File: src/rtl/fetch_cfg_pkg.sv
`default_nettype none

package fetch_cfg_pkg;

    // --------------------
    // datapath widths
    // --------------------

    // instruction and data word
    localparam int WORD_W = 32;

    // pc and fetch address
    localparam int ADDR_W = 32;

    // --------------------
    // program memory
    // --------------------

    // default depth in words, instr_mem can be built with others
    localparam int MEM_DEPTH = 1024;

    // opcode field sits in the top bits of the word
    localparam int OPCODE_W = 6;

    // all-ones opcode stops the fetch stream
    localparam logic [OPCODE_W-1:0] HALT_OPCODE = 6'b111111;

    // retired-fetch counter width
    localparam int CNT_W = 16;

endpackage

`default_nettype wire

File: src/rtl/fetch_counter.sv
`timescale 1ns/1ps
`default_nettype none

module fetch_counter (
    input  logic                             i_clk,
    input  logic                             i_rst,
    input  logic                             i_restart,
    input  logic                             i_fetch_en,
    output logic [fetch_cfg_pkg::CNT_W-1:0]  o_count
);

    import fetch_cfg_pkg::*;

    // ceiling, the count sticks here instead of wrapping
    localparam logic [CNT_W-1:0] CNT_MAX = '1;

    logic [CNT_W-1:0] count_q;

    // --------------------
    // count
    // --------------------

    always_ff @(posedge i_clk) begin
        if (!i_rst) begin
            count_q <= '0;
        end else if (i_restart) begin
            // new run or step session
            count_q <= '0;
        end else if (i_fetch_en && (count_q != CNT_MAX)) begin
            count_q <= count_q + CNT_W'(1);
        end
    end

    assign o_count = count_q;

    // only restart may bring the count down
    a_count_monotonic : assert property (
        @(posedge i_clk) disable iff (!i_rst)
        !i_restart |=> (count_q >= $past(count_q)));

endmodule

`default_nettype wire

File: config.mk
export PLATFORM = sky130hd
export DESIGN_NAME = fetch_counter
export DESIGN_NICKNAME = d
export VERILOG_FILES = /design/src/rtl/fetch_cfg_pkg.sv /design/src/rtl/fetch_counter.sv
export SDC_FILE = /design/constraint.sdc
export NUM_CORES = 1
export LEC_CHECK = 0
export ABC_AREA = 1
export ABC_CLOCK_PERIOD_IN_PS = 1500
export BUFFER_PORTS_ARGS = -buffer_cell sky130_fd_sc_hd__buf_2
export CORE_MARGIN = 2
export CORE_UTILIZATION = 52
export CTS_CLUSTER_DIAMETER = 40
export CTS_CLUSTER_SIZE = 20
export DETAILED_ROUTE_END_ITERATION = 12
export PLACE_DENSITY = 0.77
export SLEW_MARGIN = 40
export SYNTH_ARGS = -nofsm -noshare
export SYNTH_HDL_FRONTEND = slang
export SYNTH_SLANG_ARGS = --single-unit
File: constraint.sdc
create_clock -name i_clk -period 1.5 [get_ports i_clk]
set_clock_uncertainty 0.15 [all_clocks]
set_input_delay 0.075 -clock i_clk [delete_from_list [all_inputs] [get_ports i_clk]]
set_output_delay 0.075 -clock i_clk [all_outputs]
set_load 0.1 [all_outputs]
==> flow_summary.ini <==
[critical_path]
worstSetupEndpointType = flop
startpoint_type = flop
path_max_fanout = 8
path_class = flop to flop
critPathArrivalTime_ns = 1.51
worstPathRequired_ns = 1.53

[cts]
clk_latency_ns = 0.29
cts_tree = done
clockBufferDepth = 2
cts_num_sinks = 16
numCtsBuffers = 3
clkTransAtPathRegs_ns = 0.10
cts_max_level = 1
cts_root_buf = clkbuf_4

[pwr]
p_leak_nw = 0.440
combPwrFrac = 0.082
ir_worst_vdd_uv = 374
switching_power_w = 0.000187
p_per_area_nw_per_um2 = 589
sw_frac_of_total = 0.267
intPower_w = 0.000514
seqPwrFrac = 0.576
clockPowerShare = 0.342

[sta]
min_period_ns = 1.48
whs_ns = 0.0559
fin_crit_sh = 0.984
finalMaxSlewViolations = 0
relSlewSlack = 0.678
max_freq_mhz = 678
rsz0062_at_grt = true
max_slew.worst_pin.slew_ns = 0.486
setup_viol = 0
finalHoldViolations = 0

[place]
dp_cells = 190
gp_congestion = 0.822
dpl.hpwl_um = 1680
port_buffers = 19

[hold_path]
min_path_type = input pin to flop

[final_layout]
final_cells = 195
n_antenna_cell = 0
post-route-util = 0.704
largest_reg_flops = 16
drive_gt1_frac = 0.326
layout_commonest_cell = nand2_1
syn_to_final_growth_pct = 30.5
nNetsFinal = 184
final_cell_mix = nand2_1, nor2_1, buf_2, dfxtp_4, nand3_1

[drt]
routedWlPerCell_um = 11.3
drt_iter0_markers = 57
wirelength_um = 2200
num_vias = 1027
drc = 0
drt_first_pass_iters = 5
antenna_left = 0
vias_per_cell = 5.27

[floorplanning]
floorplan.initialDensity = 0.539
design.portCount = 20
die_area_um2 = 2100
die_w_um = 45.9
die_h_um = 45.9
rows = 15
core_area_um2 = 1690

[synth]
ys_ff_latch = 16
synth_seq_area_share = 0.352
synth_cell_types = 14
yosysWarningCount = 0
synth.cell_area_um2 = 911
synth_fp_nets = 158
syn_inst = 153
postSynthAreaPerCell_um2 = 5.95

[outcome]
status = finished, final reports clean

[run]
cap_violations = 0

[global_routing]
overflow = 0
grt_usage = 0.225
grt_pass1_vias = 843
grt_pass1_wl_um = 3480
grt_start_max_net_pins = 16
antenna_found_initial = 0
## through the flow
step	power, W	worst slack, ns	instance area, um^2	TNS (ns)
after detailed placement	0.000470	0.0225	1130	0
after floorplan	0.000455	-0.0662	1010	-0.770
after CTS	0.000705	0.000396	1160	0
final	0.000700	0.0240	1190	0
after global placement	0.000468	0.0522	1130	0
after global routing	0.000728	-0.0726	1190	-0.629
## critical path, stage by stage, from the launching register on
cell and delay [ns]:
dfxtp_4 0.39, ha_4 0.14, inv_1 0.05, nor2_2 0.10, nand4_1 0.15, buf_4 0.20, a21oi_1 0.13, nor2_1 0.06
## power groups by stage
stage,logic (W),clock network (W),registers [W]
final,0.0000575,0.000239,0.000404
after global routing,0.0000636,0.000260,0.000405
after CTS,0.0000575,0.000244,0.000404
after detailed placement,0.0000556,0,0.000414
after global placement,0.0000543,0,0.000413
after floorplan,0.0000234,0,0.000431
## synth_stat cells (all sizes together)
cell	number	area share
nor2	45	0.19
nand2	41	0.17
dfxtp	16	0.35
nand3	13	0.071
a21oi	12	0.066
inv	12	0.049
nand4	4	0.027
o21ai	4	0.022
buf	3	0.016
nand3b	2	0.016
ha	1	0.014
## worst paths after layout
path | start | to | slack (ns) | cells past startpoint
worst max-delay path | o_count[1] | o_count[14] | 0.02 | 7
worst min-delay path | i_restart | o_count[5] | 0.06 | 5
worst max register to register | o_count[1] | o_count[14] | 0.02 | 7
worst min register to register | o_count[13] | o_count[13] | 0.37 | 2
## what timing repair did
action / 4_1_cts / 5_1_grt
endpoints found under the hold margin: 1 / 0
hold buffers: 1 / 0
resized for setup: 0 / 8
buffers inserted: 0 / 0
endpoints found under the setup margin: 0 / 13
## final cells by class
class / instances / area, um^2
Timing Repair Buffer: 24 / 139
Clock inverter: 1 / 3.75
Multi-Input combinational cell: 122 / 577
Fill cell: 142 / 500
Inverter: 12 / 45.0
Sequential cell: 16 / 380
Clock buffer: 3 / 22.5
Tap cell: 17 / 21.3
## cells by family (layout without fill, tap and decap cells)
kind of cell    after synthesis  count (layout)  share of synthesized area
compound gates               16              16                     0.0879
buf+inv                      15              40                     0.0659
flops                        16              16                      0.352
simple gates                105             105                      0.481
fa+ha+maj                     1               1                     0.0137
## per-layer routing
layer / vias to the layer above / global-route usage / share of wire
li1: 539 / - / -
met1: 456 / 0.307 / 0.46
met2: 28 / 0.361 / 0.49
met3: 4 / 0.0238 / 0.043
met4: 0 / 0.0857 / 0.013
met5: - / 0 / 0
(Power assumes the default switching activity.)
