$ cat config.mk
export PLATFORM = sky130hd
export DESIGN_NAME = pc_unit
export DESIGN_NICKNAME = d
export VERILOG_FILES = /design/src/rtl/fetch_cfg_pkg.sv /design/src/rtl/fetch_ctrl_pkg.sv /design/src/rtl/pc_unit.sv
export SDC_FILE = /design/constraint.sdc
export NUM_CORES = 1
export LEC_CHECK = 0
export ABC_AREA = 1
export BUFFER_PORTS_ARGS = -buffer_cell sky130_fd_sc_hd__buf_2
export CORE_MARGIN = 4
export CORE_UTILIZATION = 29
export DETAILED_ROUTE_END_ITERATION = 10
export HOLD_SLACK_MARGIN = 0.15
export PLACE_DENSITY = 0.63
export SLEW_MARGIN = 0
export SYNTH_ARGS = -nofsm -noshare
export SYNTH_HDL_FRONTEND = slang
export SYNTH_SLANG_ARGS = --single-unit
$ cat constraint.sdc
create_clock -name i_clk -period 2.24 [get_ports i_clk]
set_input_delay 0 -clock i_clk [delete_from_list [all_inputs] [get_ports i_clk]]
set_output_delay 0 -clock i_clk [all_outputs]
set_load 0.005 [all_outputs]
$ cat src/rtl/fetch_cfg_pkg.sv
`default_nettype none

package fetch_cfg_pkg;

    // --------------------
    // datapath widths
    // --------------------

    // instruction and data word
    localparam int WORD_W = 32;

    // pc and fetch address
    localparam int ADDR_W = 32;

    // --------------------
    // program memory
    // --------------------

    // default depth in words, instr_mem can be built with others
    localparam int MEM_DEPTH = 1024;

    // opcode field sits in the top bits of the word
    localparam int OPCODE_W = 6;

    // all-ones opcode stops the fetch stream
    localparam logic [OPCODE_W-1:0] HALT_OPCODE = 6'b111111;

    // retired-fetch counter width
    localparam int CNT_W = 16;

endpackage

`default_nettype wire

$ cat src/rtl/fetch_ctrl_pkg.sv
`default_nettype none

package fetch_ctrl_pkg;

    // --------------------
    // run control
    // --------------------

    // idle after reset, halted after a halt word
    typedef enum logic [1:0] {
        S_IDLE    = 2'd0,
        S_RUN     = 2'd1,
        S_STEP    = 2'd2,
        S_HALTED  = 2'd3
    } run_state_t;

    // --------------------
    // bundles
    // --------------------

    // redirect from the later pipeline stages, jump wins over branch
    typedef struct packed {
        logic                             jump;
        logic [fetch_cfg_pkg::ADDR_W-1:0] jump_target;
        logic                             branch;
        logic [fetch_cfg_pkg::ADDR_W-1:0] branch_target;
    } redirect_t;

    // debug loader, one word per valid strobe
    typedef struct packed {
        logic                                          valid;
        logic [$clog2(fetch_cfg_pkg::MEM_DEPTH)-1:0]   addr;
        logic [fetch_cfg_pkg::WORD_W-1:0]              data;
    } load_t;

    // fetched word towards decode
    typedef struct packed {
        logic                             valid;
        logic [fetch_cfg_pkg::WORD_W-1:0] instruction;
        logic [fetch_cfg_pkg::ADDR_W-1:0] pc_plus1;
    } fetch_out_t;

endpackage

`default_nettype wire

$ cat src/rtl/pc_unit.sv
`timescale 1ns/1ps
`default_nettype none

module pc_unit (
    input  logic                             i_clk,
    input  logic                             i_rst,
    input  logic                             i_restart,
    input  logic                             i_fetch_en,
    input  fetch_ctrl_pkg::redirect_t        i_redirect,
    input  logic                             i_stall,
    input  logic                             i_is_halt,
    output logic [fetch_cfg_pkg::ADDR_W-1:0] o_fetch_addr,
    output logic [fetch_cfg_pkg::ADDR_W-1:0] o_pc_plus1
);

    import fetch_cfg_pkg::*;

    logic [ADDR_W-1:0] pc_q;
    logic [ADDR_W-1:0] fetch_addr;
    logic [ADDR_W-1:0] pc_plus1;
    logic [ADDR_W-1:0] pc_next;

    // --------------------
    // fetch address
    // --------------------

    // jump, then branch, then the sequential pc
    always_comb begin
        if (i_redirect.jump) begin
            fetch_addr = i_redirect.jump_target;
        end else if (i_redirect.branch) begin
            fetch_addr = i_redirect.branch_target;
        end else begin
            fetch_addr = pc_q;
        end
    end

    // word addressed, so +1 is the next instruction
    assign pc_plus1 = fetch_addr + ADDR_W'(1);

    // --------------------
    // next pc
    // --------------------

    // stall or halt replays the fetch address
    assign pc_next = (i_stall || i_is_halt) ? fetch_addr : pc_plus1;

    always_ff @(posedge i_clk) begin
        if (!i_rst) begin
            pc_q <= '0;
        end else if (i_restart) begin
            pc_q <= '0;
        end else if (i_fetch_en) begin
            pc_q <= pc_next;
        end
        // else hold, no fetch issued this cycle
    end

    assign o_fetch_addr = fetch_addr;
    assign o_pc_plus1   = pc_plus1;

endmodule

`default_nettype wire

==> flow_summary.yaml <==
setup_path:
  crit_path_start_kind: "flip-flop"
  critPathMaxStageDelay_ns: 0.33
  crit_slowest_cell: "dfxtp_1"
  required_ns: 2.24
  cp_top_family: "simple AND/OR/NAND/NOR gates"
  cp_num_buf_inv: 3
  critPathArrivalTime_ns: 2.00
  timing.critical_path.fanout_max: 4
  end_kind: "primary output"
  crit_type: "reg2out"
  crit_chain: "nand2_1 > nand3_1 > and2b_1 > ha_2 > inv_1 > nor2_2 > nand2_2 > nor2_1 > nand3_1 > nand2_1 > inv_1 > buf_2"
die:
  rows: 42
  die_w_um: 125.2
  io_pins: 136
  floorplan.initialDensity: 0.2985
  core_area_um2: 13350
  die_h_um: 125.2
  fp.dieArea_um2: 15680
hold_path:
  hold_class: "in2reg"
synthesis:
  synthCells: 745
  synth.area.top_cells: "nand2_1, dfxtp_1, nand3_1"
  synth_nets: 818
  synth_warnings: 0
  async_reset_ff_frac: 0
  synth_cell_types: 32
  synth_area_um2: 3984
  yosysTopAreaCellShare: 0.2977
  yosys.area.top_type: "nand2_1"
  ys.flop_type: "dfxtp_1"
  synth.avg_cell_area_um2: 5.347
  seq_area_frac_synth: 0.1608
  ys_ff_latch: 32
  synth_edf_count: 0
  yosysMostFrequentCell: "nand2_1"
  synth_commonest_cells: "nand2_1, nand3_1, inv_1, a21oi_1, nor2_1"
status:
  status: "completed"
global_route:
  grt_first_pass_wirelength_mm: 23.92
  grt-ovfl-total: 0
  grt_pass1_vias: 4628
  grt_start_max_net_pins: 57
  antenna_found_initial: 0
  track_usage: 0.1838
drt:
  wl_per_cell_um: 13.89
  drtIter0Drc: 338
  ant_nets: 0
  vias_per_cell: 4.695
  wirelength_mm: 14.52
  drc: 0
  vias: 4906
  dr.pass1.iters: 6
layout:
  fin_cells: 1045
  finalNetCount: 941
  syn2layout_area_growth_pct: 24.50
  utilization: 0.3716
  fill_cells: 1562
  seq_area_um2: 640.6
  regMostFlops: "pc_q"
  largestRegisters: "pc_q (32)"
  drive_above_1_share: 0.2773
  diodes: 0
  multiInputGateArea_um2: 2890
  largest_register_ffs: 32
pwr:
  p_per_area_nw_per_um2: 425.5
  vdd_drop_max_mv: 0.2859
  p_leak_nw: 2.488
timing:
  setup_tns_ns: 0
  slew_headroom: 0.5313
  setup_slack_ns: 0.2383
  rsz0062_at_grt: "false"
  drv_slew: 0
  layout_min_cycle_time_ns: 2.002
  skew_ns: 0.006265
  hold_viol_final: 0
  setup_viol: 0
  worst_slew_pin_slew_ns: 0.7023
  fmax_mhz: 499.6
  period_share: 0.8936
clocking:
  cts_sinks: 32
  cts-htree-levels: 2
  clk_latency_ns: 0.28
  cts.clk_slew.worst_paths_ns: 0.06
  cts_buffers: 5
  root_buffer: "clkbuf_16"
  cts_tree: "yes"
  clk_path_buf_depth: 2
placement:
  post-place-ws_ns: 0.2599
  dpl.cell_count: 1035
  hpwlAfterDp_mm: 11.48
  numPortBuffers: 135
  globalplace.congestion: 0.9238
run:
  maxCapViolCount: 0
-- power by group --
group / internal, mW / switching, mW
clock network: 0.444 / 0.269
registers: 0.593 / 0.0125
logic: 0.295 / 0.497
total: 1.33 / 0.778
-- worst paths after layout --
kind | startpoint | endpoint | slack (ns) | depth (start not counted)
worst max register to register | pc_q[0] | pc_q[2] | 0.27 | 8
worst max-delay path | pc_q[0] | o_pc_plus1[20] | 0.24 | 12
worst min-delay path | i_redirect[34] | pc_q[1] | 0.19 | 5
worst min register to register | pc_q[30] | pc_q[30] | 0.46 | 2
-- metrics by stage --
stage / total power [mW] / instance area, µm² / hold slack [ns]
finish: 2.110 / 4960 / 0.1905
global route: 2.249 / 4960 / 0.2435
global placement: 1.407 / 4791 / 0.2586
detailed placement: 1.407 / 4791 / 0.2679
floorplan: 1.117 / 3984 / 0.1073
CTS: 2.118 / 4957 / 0.1826
-- cells in the final DEF (no fill, tap or decap), types with 2 or more instances in the layout --
master / n
xor2_1: 12
inv_1: 59
nand2_1: 316
nand3_1: 64
dlygate4sd3_1: 2
nand4_1: 4
or2_2: 21
a21oi_1: 58
clkbuf_16: 5
dfxtp_1: 32
o21ai_1: 9
nor2_4: 8
nand3_2: 2
nand2_4: 9
buf_12: 2
nor2_1: 53
buf_2: 135
clkinv_1: 2
inv_2: 3
nand2_2: 28
buf_4: 10
nor2_2: 13
o21ai_0: 9
a21oi_2: 2
clkbuf_1: 2
-- per-layer routing --
layer,vias up,track usage,part of all wire
li1,2561,-,-
met1,2180,0.2506,0.46
met2,155,0.3078,0.46
met3,10,0.03369,0.072
met4,0,0.03125,0.0089
met5,-,0,0
-- cells by family after synthesis --
logic type | synth area share
flops | 0.1608
xor+xnor | 0.02638
simple gates | 0.5898
buf+inv | 0.1143
compound gates | 0.1055
fa+ha+maj | 0.003140
-- timing repair --
item / in CTS / in global routing
gates resized for setup: 0 / 1
buffers inserted: 0 / 0
hold buffers: 2 / 0
hold endpoints to repair: 2 / 0
endpoints found under the setup margin: 0 / 3
-- final cells by class --
class | instances | share of cell area
flip-flops and latches | 32 | 0.1292
well taps | 176 | 0.04440
multi-input cells | 615 | 0.5827
inverters | 65 | 0.05071
repair buffers | 149 | 0.1635
clock buffers | 8 | 0.02952
-- worst reg2reg max path: cells and delay by family, from the launching register on --
family / cells / cell delay (ns)
DFF: 1 / 0.33
xor gates and xnor gates: 1 / 0.20
and+or+nand+nor: 4 / 0.38
buffers and inverters: 1 / 0.59
AOI/OAI and AO/OA: 1 / 0.18
adders and majority gates: 1 / 0.23
No activity file was read; power rests on OpenSTA's default activity.
