`config.mk`:
```
export PLATFORM = sky130hd
export DESIGN_NAME = run_control_fsm
export DESIGN_NICKNAME = d
export VERILOG_FILES = /design/src/rtl/fetch_cfg_pkg.sv /design/src/rtl/fetch_ctrl_pkg.sv /design/src/rtl/run_control_fsm.sv
export SDC_FILE = /design/constraint.sdc
export NUM_CORES = 1
export LEC_CHECK = 0
export ABC_AREA = 1
export BUFFER_PORTS_ARGS = -buffer_cell sky130_fd_sc_hd__buf_2
export CAP_MARGIN = 20
export CORE_AREA = 2 2 39 41
export DETAILED_ROUTE_END_ITERATION = 16
export DIE_AREA = 0 0 41 43
export PLACE_DENSITY = 0.3
export SYNTH_ARGS = -nofsm -noshare
export SYNTH_HDL_FRONTEND = slang
export SYNTH_SLANG_ARGS = --single-unit
export TNS_END_PERCENT = 50
```
`constraint.sdc`:
```
create_clock -name i_clk -period 3 [get_ports i_clk]
set_clock_uncertainty 0.2 [all_clocks]
set_input_delay 0.15 -clock i_clk [delete_from_list [all_inputs] [get_ports i_clk]]
set_output_delay 0.15 -clock i_clk [all_outputs]
set_load 0.1 [all_outputs]
```
`src/rtl/fetch_cfg_pkg.sv`:
```
`default_nettype none

package fetch_cfg_pkg;

    // --------------------
    // datapath widths
    // --------------------

    // instruction and data word
    localparam int WORD_W = 32;

    // pc and fetch address
    localparam int ADDR_W = 32;

    // --------------------
    // program memory
    // --------------------

    // default depth in words, instr_mem can be built with others
    localparam int MEM_DEPTH = 1024;

    // opcode field sits in the top bits of the word
    localparam int OPCODE_W = 6;

    // all-ones opcode stops the fetch stream
    localparam logic [OPCODE_W-1:0] HALT_OPCODE = 6'b111111;

    // retired-fetch counter width
    localparam int CNT_W = 16;

endpackage

`default_nettype wire

```
`src/rtl/fetch_ctrl_pkg.sv`:
```
`default_nettype none

package fetch_ctrl_pkg;

    // --------------------
    // run control
    // --------------------

    // idle after reset, halted after a halt word
    typedef enum logic [1:0] {
        S_IDLE    = 2'd0,
        S_RUN     = 2'd1,
        S_STEP    = 2'd2,
        S_HALTED  = 2'd3
    } run_state_t;

    // --------------------
    // bundles
    // --------------------

    // redirect from the later pipeline stages, jump wins over branch
    typedef struct packed {
        logic                             jump;
        logic [fetch_cfg_pkg::ADDR_W-1:0] jump_target;
        logic                             branch;
        logic [fetch_cfg_pkg::ADDR_W-1:0] branch_target;
    } redirect_t;

    // debug loader, one word per valid strobe
    typedef struct packed {
        logic                                          valid;
        logic [$clog2(fetch_cfg_pkg::MEM_DEPTH)-1:0]   addr;
        logic [fetch_cfg_pkg::WORD_W-1:0]              data;
    } load_t;

    // fetched word towards decode
    typedef struct packed {
        logic                             valid;
        logic [fetch_cfg_pkg::WORD_W-1:0] instruction;
        logic [fetch_cfg_pkg::ADDR_W-1:0] pc_plus1;
    } fetch_out_t;

endpackage

`default_nettype wire

```
`src/rtl/run_control_fsm.sv`:
```
`timescale 1ns/1ps
`default_nettype none

module run_control_fsm (
    input  logic                      i_clk,
    input  logic                      i_rst,
    input  logic                      i_start_run,
    input  logic                      i_start_step,
    input  logic                      i_step,
    input  logic                      i_is_halt,
    output fetch_ctrl_pkg::run_state_t o_state,
    output logic                      o_fetch_en,
    output logic                      o_restart
);

    import fetch_ctrl_pkg::*;

    run_state_t state_q;
    run_state_t state_d;
    logic       can_start;

    // --------------------
    // decode
    // --------------------

    // starts are only taken when nothing is executing
    assign can_start = (state_q == S_IDLE) || (state_q == S_HALTED);

    // restart pulses in the strobe cycle, pc and counter clear on that edge
    assign o_restart = can_start && (i_start_run || i_start_step);

    // free running in run mode, one fetch per step strobe otherwise
    assign o_fetch_en = (state_q == S_RUN) ||
                        ((state_q == S_STEP) && i_step);

    // --------------------
    // next state
    // --------------------

    always_comb begin
        state_d = state_q;
        if (o_restart) begin
            // run wins if both strobes land together
            if (i_start_run) begin
                state_d = S_RUN;
            end else begin
                state_d = S_STEP;
            end
        end else if (o_fetch_en && i_is_halt) begin
            // halt word was fetched, stop after this one
            state_d = S_HALTED;
        end
    end

    always_ff @(posedge i_clk) begin
        if (!i_rst) begin
            state_q <= S_IDLE;
        end else begin
            state_q <= state_d;
        end
    end

    assign o_state = state_q;

    // --------------------
    // checks
    // --------------------

    // nothing is fetched in the cycle after a halt fetch
    a_halt_stops_fetch : assert property (
        @(posedge i_clk) disable iff (!i_rst)
        (o_fetch_en && i_is_halt) |=> !o_fetch_en);

    // restart lands in an executing state on the next edge
    a_restart_to_exec : assert property (
        @(posedge i_clk) disable iff (!i_rst)
        o_restart |=> (state_q inside {S_RUN, S_STEP}));

endmodule

`default_nettype wire

```
==> metrics.txt, run 1 <==
outcome finished, final reports clean; routed vias roughly 150; GRT overflow 0; cell area after layout about 250 sq um; reg-to-reg slack, setup 1.65 ns; Synth Area in Compound Gates 0.131; Post-DP HPWL around 270 microns; HP Start i_is_halt; first-pass GRT wire length about 520 microns; Clock Path Buffers 2; Die ar. 1760 sq um; Clk pin slew, worst setup/hold paths 0.03 ns; CTS tree yes; Pwr Density roughly 1000 nW/um^2; DP Worst Slack roughly 1.4 ns; Pre-Repair DR Iteration Count 3; register area share after synthesis 0.262; multiplexer area fraction after synthesis 0; total of max-cap violations 0; worst r2r src o_state[1]; Max Clk Rate roughly 0.54 GHz; Synth Register Bits 2; DR vias/cell between 3 and 4; Post-Synth Adder-Cell Area 0.164; initial detailed-routing violation count 2; post-DR wirelength/cell 7.23 microns; CTS HTree Levels 1; Die X 41 microns; crit-path max FO 3; proportion of layout cells with a drive suffix above 1 0.531; DRT antenna net count 0; YS warnings 0; Core Footprint roughly 1400 sq um; initial antenna violation count 0; terminus of the critical flop-to-flop path o_state[1]; Synth Instances 19; slew margin rel. 0.675; Final Max Tran Viols 0; hold path depth 3; leakage power ~0.14 nW; worst r2r path cells 8; Final nets 42; Tot GR Track Use 0.0501; Syn Nets 27; commonest non-fill, non-tap cell in the layout buf_2; commonest cells after routing, fill and taps aside 9 x buf_2, 4 x nand2_1, 3 x inv_1, 3 x clkbuf_4; DRC violation count after routing 0; fin crit share 0.621; xor and xnor area share after synthesis 0; Clk Latency, worst-skew pair 0.22 ns; # rows 14; n_diodes 0; placed instance area between 200 and 250 sq um; hold endpoint o_state[0]; Worst setup EP type primary output; Post-CTS Setup Repair Bufs 0; RSZ-0062 raised after global routing no; Avg Cell Area, Syn 8.03 sq um; Final setup viols 0; clock root buffer master clkbuf_4; Initial Utilization 0.110; Inserted Clock Buffers 3; P&R area growth vs syn 63.9%; largest family of logic cells by synthesized area simple AND/OR/NAND/NOR gates; final wirelength 347 microns; Worst Hold Class input pin to flip-flop; Cell variety after synth 11; Placer Congestion between 0.5 and 0.6; clk sinks 2; DIE HEIGHT between 40 and 50 microns; CP Launch Type flip-flop; total power draw 0.250 mW; measured slew at the worst slew-check pin between 0.4 and 0.5 ns; Final Critical Period around 1.9 ns; Port Buffers 9; # IOs 10; simple-gate share of the synthesized area 0.230; vias in the first global route roughly 150; largest net degree at the start of global routing 4; critical path type flip-flop to primary output; area of the mapped netlist 153 sq um; CP Data Required Time 2.65 ns; Final Hold Viols 0; Worst Path Arrival 1.51 ns; Worst VDD drop 312 uV; Largest register FFs 2; Final WS setup 1.14 ns; WHS about 0.013 ns; post_cts resized 0; setup TNS 0 ns
[cells in the mapped netlist]
library cell / instances / area, sq um
a21oi_2: 1 / 8.76
ha_1: 2 / 25.0
inv_2: 1 / 3.75
a31oi_1: 1 / 6.26
bufinv_8: 1 / 17.5
nand2_2: 2 / 12.5
o21ai_1: 1 / 5.00
nand3b_1: 1 / 7.51
dfxtp_1: 2 / 40.0
inv_1: 3 / 11.3
nand2_1: 4 / 15.0
[repair_timing]
item                                   4_1_cts  5_1_grt
setup endpoints to repair                    0        0
endpoints found under the hold margin        2        0
hold buffers                                 1        0
[power by group]
| part | internal (mW) | switching, mW | total (mW) | leakage [nW] |
|---|---|---|---|---|
| clock network | 0.0441 | 0.0148 | 0.0588 | 0.0138 |
| registers | 0.0321 | 0.00453 | 0.0366 | 0.0166 |
| logic | 0.0318 | 0.122 | 0.154 | 0.107 |
| total | 0.108 | 0.142 | 0.250 | 0.137 |
[layer usage]
metal | global-route usage | up-vias | part of all wire
met2 | 0.0500 | 10 | 0.34
met3 | 0.0209 | 0 | 0.16
met5 | 0 | - | 0
met4 | 0.0800 | 0 | 0
met1 | 0.0573 | 52 | 0.49
li1 | - | 84 | -
[worst max-delay path by stage]
stage | from | endpoint | slack [ns]
after floorplan | o_state[0] | o_restart | 0.54
after CTS | o_state[0] | o_restart | 1.14
final | o_state[0] | o_restart | 1.14
after global routing | o_state[0] | o_restart | 1.04
after detailed placement | o_state[0] | o_restart | 1.39
after global placement | o_state[0] | o_restart | 1.39
[cell families (layout without fill, tap and decap cells)]
| logic type | count (synthesis) | count (layout) |
|---|---|---|
| simple gates | 7 | 7 |
| flops | 2 | 2 |
| compound gates | 3 | 3 |
| fa+ha+maj | 2 | 2 |
| buf+inv | 5 | 18 |
[per-stage QoR]
stage,std cells,util
4_1_cts,48,0.181
5_1_grt,48,0.181
3_3_place_gp,44,0.157
2_1_floorplan,19,-
3_5_place_dp,44,0.157
6_report,48,0.181
[area by class of cell]
type                       instances  area, sq um
tap                               16         20.0
clock buffer                       3         22.5
multi-input combinational         12         80.1
fill                             154         1130
timing repair buffer              10         55.1
sequential                         2         40.0
inverter                           5         32.5
[critical path, stage by stage (launching register included)]
cell and delay (ns):
dfxtp_1 0.36, inv_1 0.07, ha_1 0.29, o21ai_1 0.09, inv_1 0.06, buf_2 0.41
Power figures use the tool's default switching activity.
==> run 2: changes to the inputs <==
--- a/config.mk
+++ b/config.mk
@@ -11,7 +11,7 @@
 export CORE_AREA = 2 2 39 41
 export DETAILED_ROUTE_END_ITERATION = 16
 export DIE_AREA = 0 0 41 43
-export PLACE_DENSITY = 0.3
+export PLACE_DENSITY = 0.31
 export SYNTH_ARGS = -nofsm -noshare
 export SYNTH_HDL_FRONTEND = slang
 export SYNTH_SLANG_ARGS = --single-unit
==> constraint.sdc (replaced) <==
create_clock -name i_clk -period 1.5 [get_ports i_clk]
set_clock_uncertainty 0.2 [all_clocks]
set_input_delay 0.075 -clock i_clk [delete_from_list [all_inputs] [get_ports i_clk]]
set_output_delay 0.075 -clock i_clk [all_outputs]
set_load 0.1 [all_outputs]
==> metrics.txt, run 2 (same netlist as run 1, synthesis figures left out) <==
fin crit share 0.977; WHS 0.00113 ns; largest net degree at the start of global routing 4; CP Data Required Time roughly 1.2 ns; HP Start i_start_run; Core Footprint around 1400 sq um; setup TNS 0 ns; critical path startpoint o_state[1]; worst r2r src o_state[0]; post-DR wirelength/cell 7.04 microns; final wirelength 359 microns; Pwr Density ~1800 nW/um^2; Worst VDD drop about 560 uV; routed vias about 180; Clock Path Buffers 2; measured slew at the worst slew-check pin 0.485 ns; Clk Latency, worst-skew pair ~0.22 ns; proportion of layout cells with a drive suffix above 1 0.686; Final Max Tran Viols 0; CTS tree yes; Worst setup EP type primary output; commonest non-fill, non-tap cell in the layout buf_2; RSZ-0062 raised after global routing yes; clock power share 0.186; clock root buffer master clkbuf_4; Tot GR Track Use 0.0490; Worst Path Arrival approximately 1.2 ns; DIE HEIGHT ~43 microns; n_diodes 0; Final Hold Viols 0; commonest cells after routing, fill and taps aside 7 x buf_2, 4 x nand2_1, 3 x clkbuf_4, 3 x dlygate4sd3_1; # rows 14; DRT antenna net count 0; vias in the first global route 157; Worst Hold Class input pin to flip-flop; CTS HTree Levels 1; Combinational Power Share 0.675; total of max-cap violations 0; sw frac 0.521; clk sinks 2; Initial Utilization 0.110; initial antenna violation count 0; outcome finished, final reports clean; Max Clk Rate ~0.7 GHz; initial detailed-routing violation count 3; Pre-Repair DR Iteration Count 4; Die X roughly 41 microns; first-pass GRT wire length about 570 microns; slew margin rel. 0.679; leakage power 0.157 nW; Port Buffers 9; Final setup viols 0; CP Launch Type flip-flop; Final nets 45; Placer Congestion slightly above 0.6; Reg power frac 0.139; Clk pin slew, worst setup/hold paths roughly 0.030 ns; crit-path max FO 3; Psw between 0.3 and 0.4 mW; DRC violation count after routing 0; # IOs 10; Final Critical Period about 1.5 ns; Pint between 0.2 and 0.3 mW; critical path type flip-flop to primary output; Inserted Clock Buffers 3; Die ar. 1760 sq um; Largest register FFs 2; P&R area growth vs syn 131%; Fill cells roughly 160; DR vias/cell around 3.4; GRT overflow 0
==> run 2: cell types whose count changed in the layout (fill, tap and decap cells not counted), moves of 2 or more <==
cell,delta
buf_12,+2
dfxtp_4,+2
inv_1,-2
dfxtp_1,-2
dlygate4sd3_1,+2
buf_2,-2
==> run 2: path summary, 6_finish.rpt <==
path / to / slack, ns / depth (start not counted)
worst max register to register: o_state[1] / 0.21 / 8
worst max-delay path: o_restart / 0.03 / 4
worst min register to register: o_state[0] / 0.31 / 2
worst min-delay path: o_state[1] / 0.001 / 3
==> run 2: layer usage <==
layer	vias to the layer above	global-route usage	wire, microns
met4	0	0.0600	0
met3	0	0.00524	41
met5	-	0	0
met2	7	0.0688	191
met1	78	0.0541	127
li1	90	-	-
==> run 2: area by class of cell <==
cell class,instances,area (sq um),share of cell area
Multi-Input combinational cell,12,118,0.333
Timing Repair Buffer,13,113,0.319
Sequential cell,2,47.5,0.135
Inverter,5,32.5,0.0922
Clock buffer,3,22.5,0.0638
Tap cell,16,20.0,0.0567
==> run 2: timing repair <==
item                                   CTS  global route
setup endpoints to repair                0             1
buffers inserted                         0             1
endpoints found under the hold margin    2             0
gates resized for setup                  0             0
hold buffers                             3             0
==> run 2: stage by stage <==
stage	instances	utilization	cell area (sq um)	total power, mW	setup WS (ns)
after CTS	50	0.250	345	0.626	0.000299
final	51	0.255	353	0.625	0.0346
after floorplan	19	-	198	0.390	-0.118
after global routing	51	0.255	353	0.655	-0.00536
after global placement	44	0.212	293	0.495	0.215
after detailed placement	44	0.212	293	0.497	0.204
==> run 2: worst max-delay path: stages (launching register included) <==
cell and delay [ns]:
dfxtp_4 0.36, ha_4 0.25, o21ai_4 0.07, clkinvlp_4 0.12, buf_12 0.17
==> run 2: power groups by stage <==
stage          Combinational, mW  Clock, mW  Sequential, mW
5_1_grt                    0.443      0.124          0.0882
4_1_cts                    0.416      0.123          0.0873
2_1_floorplan              0.228          0           0.162
6_report                   0.422      0.116          0.0866
3_3_place_gp               0.407          0          0.0880
3_5_place_dp               0.409          0          0.0879
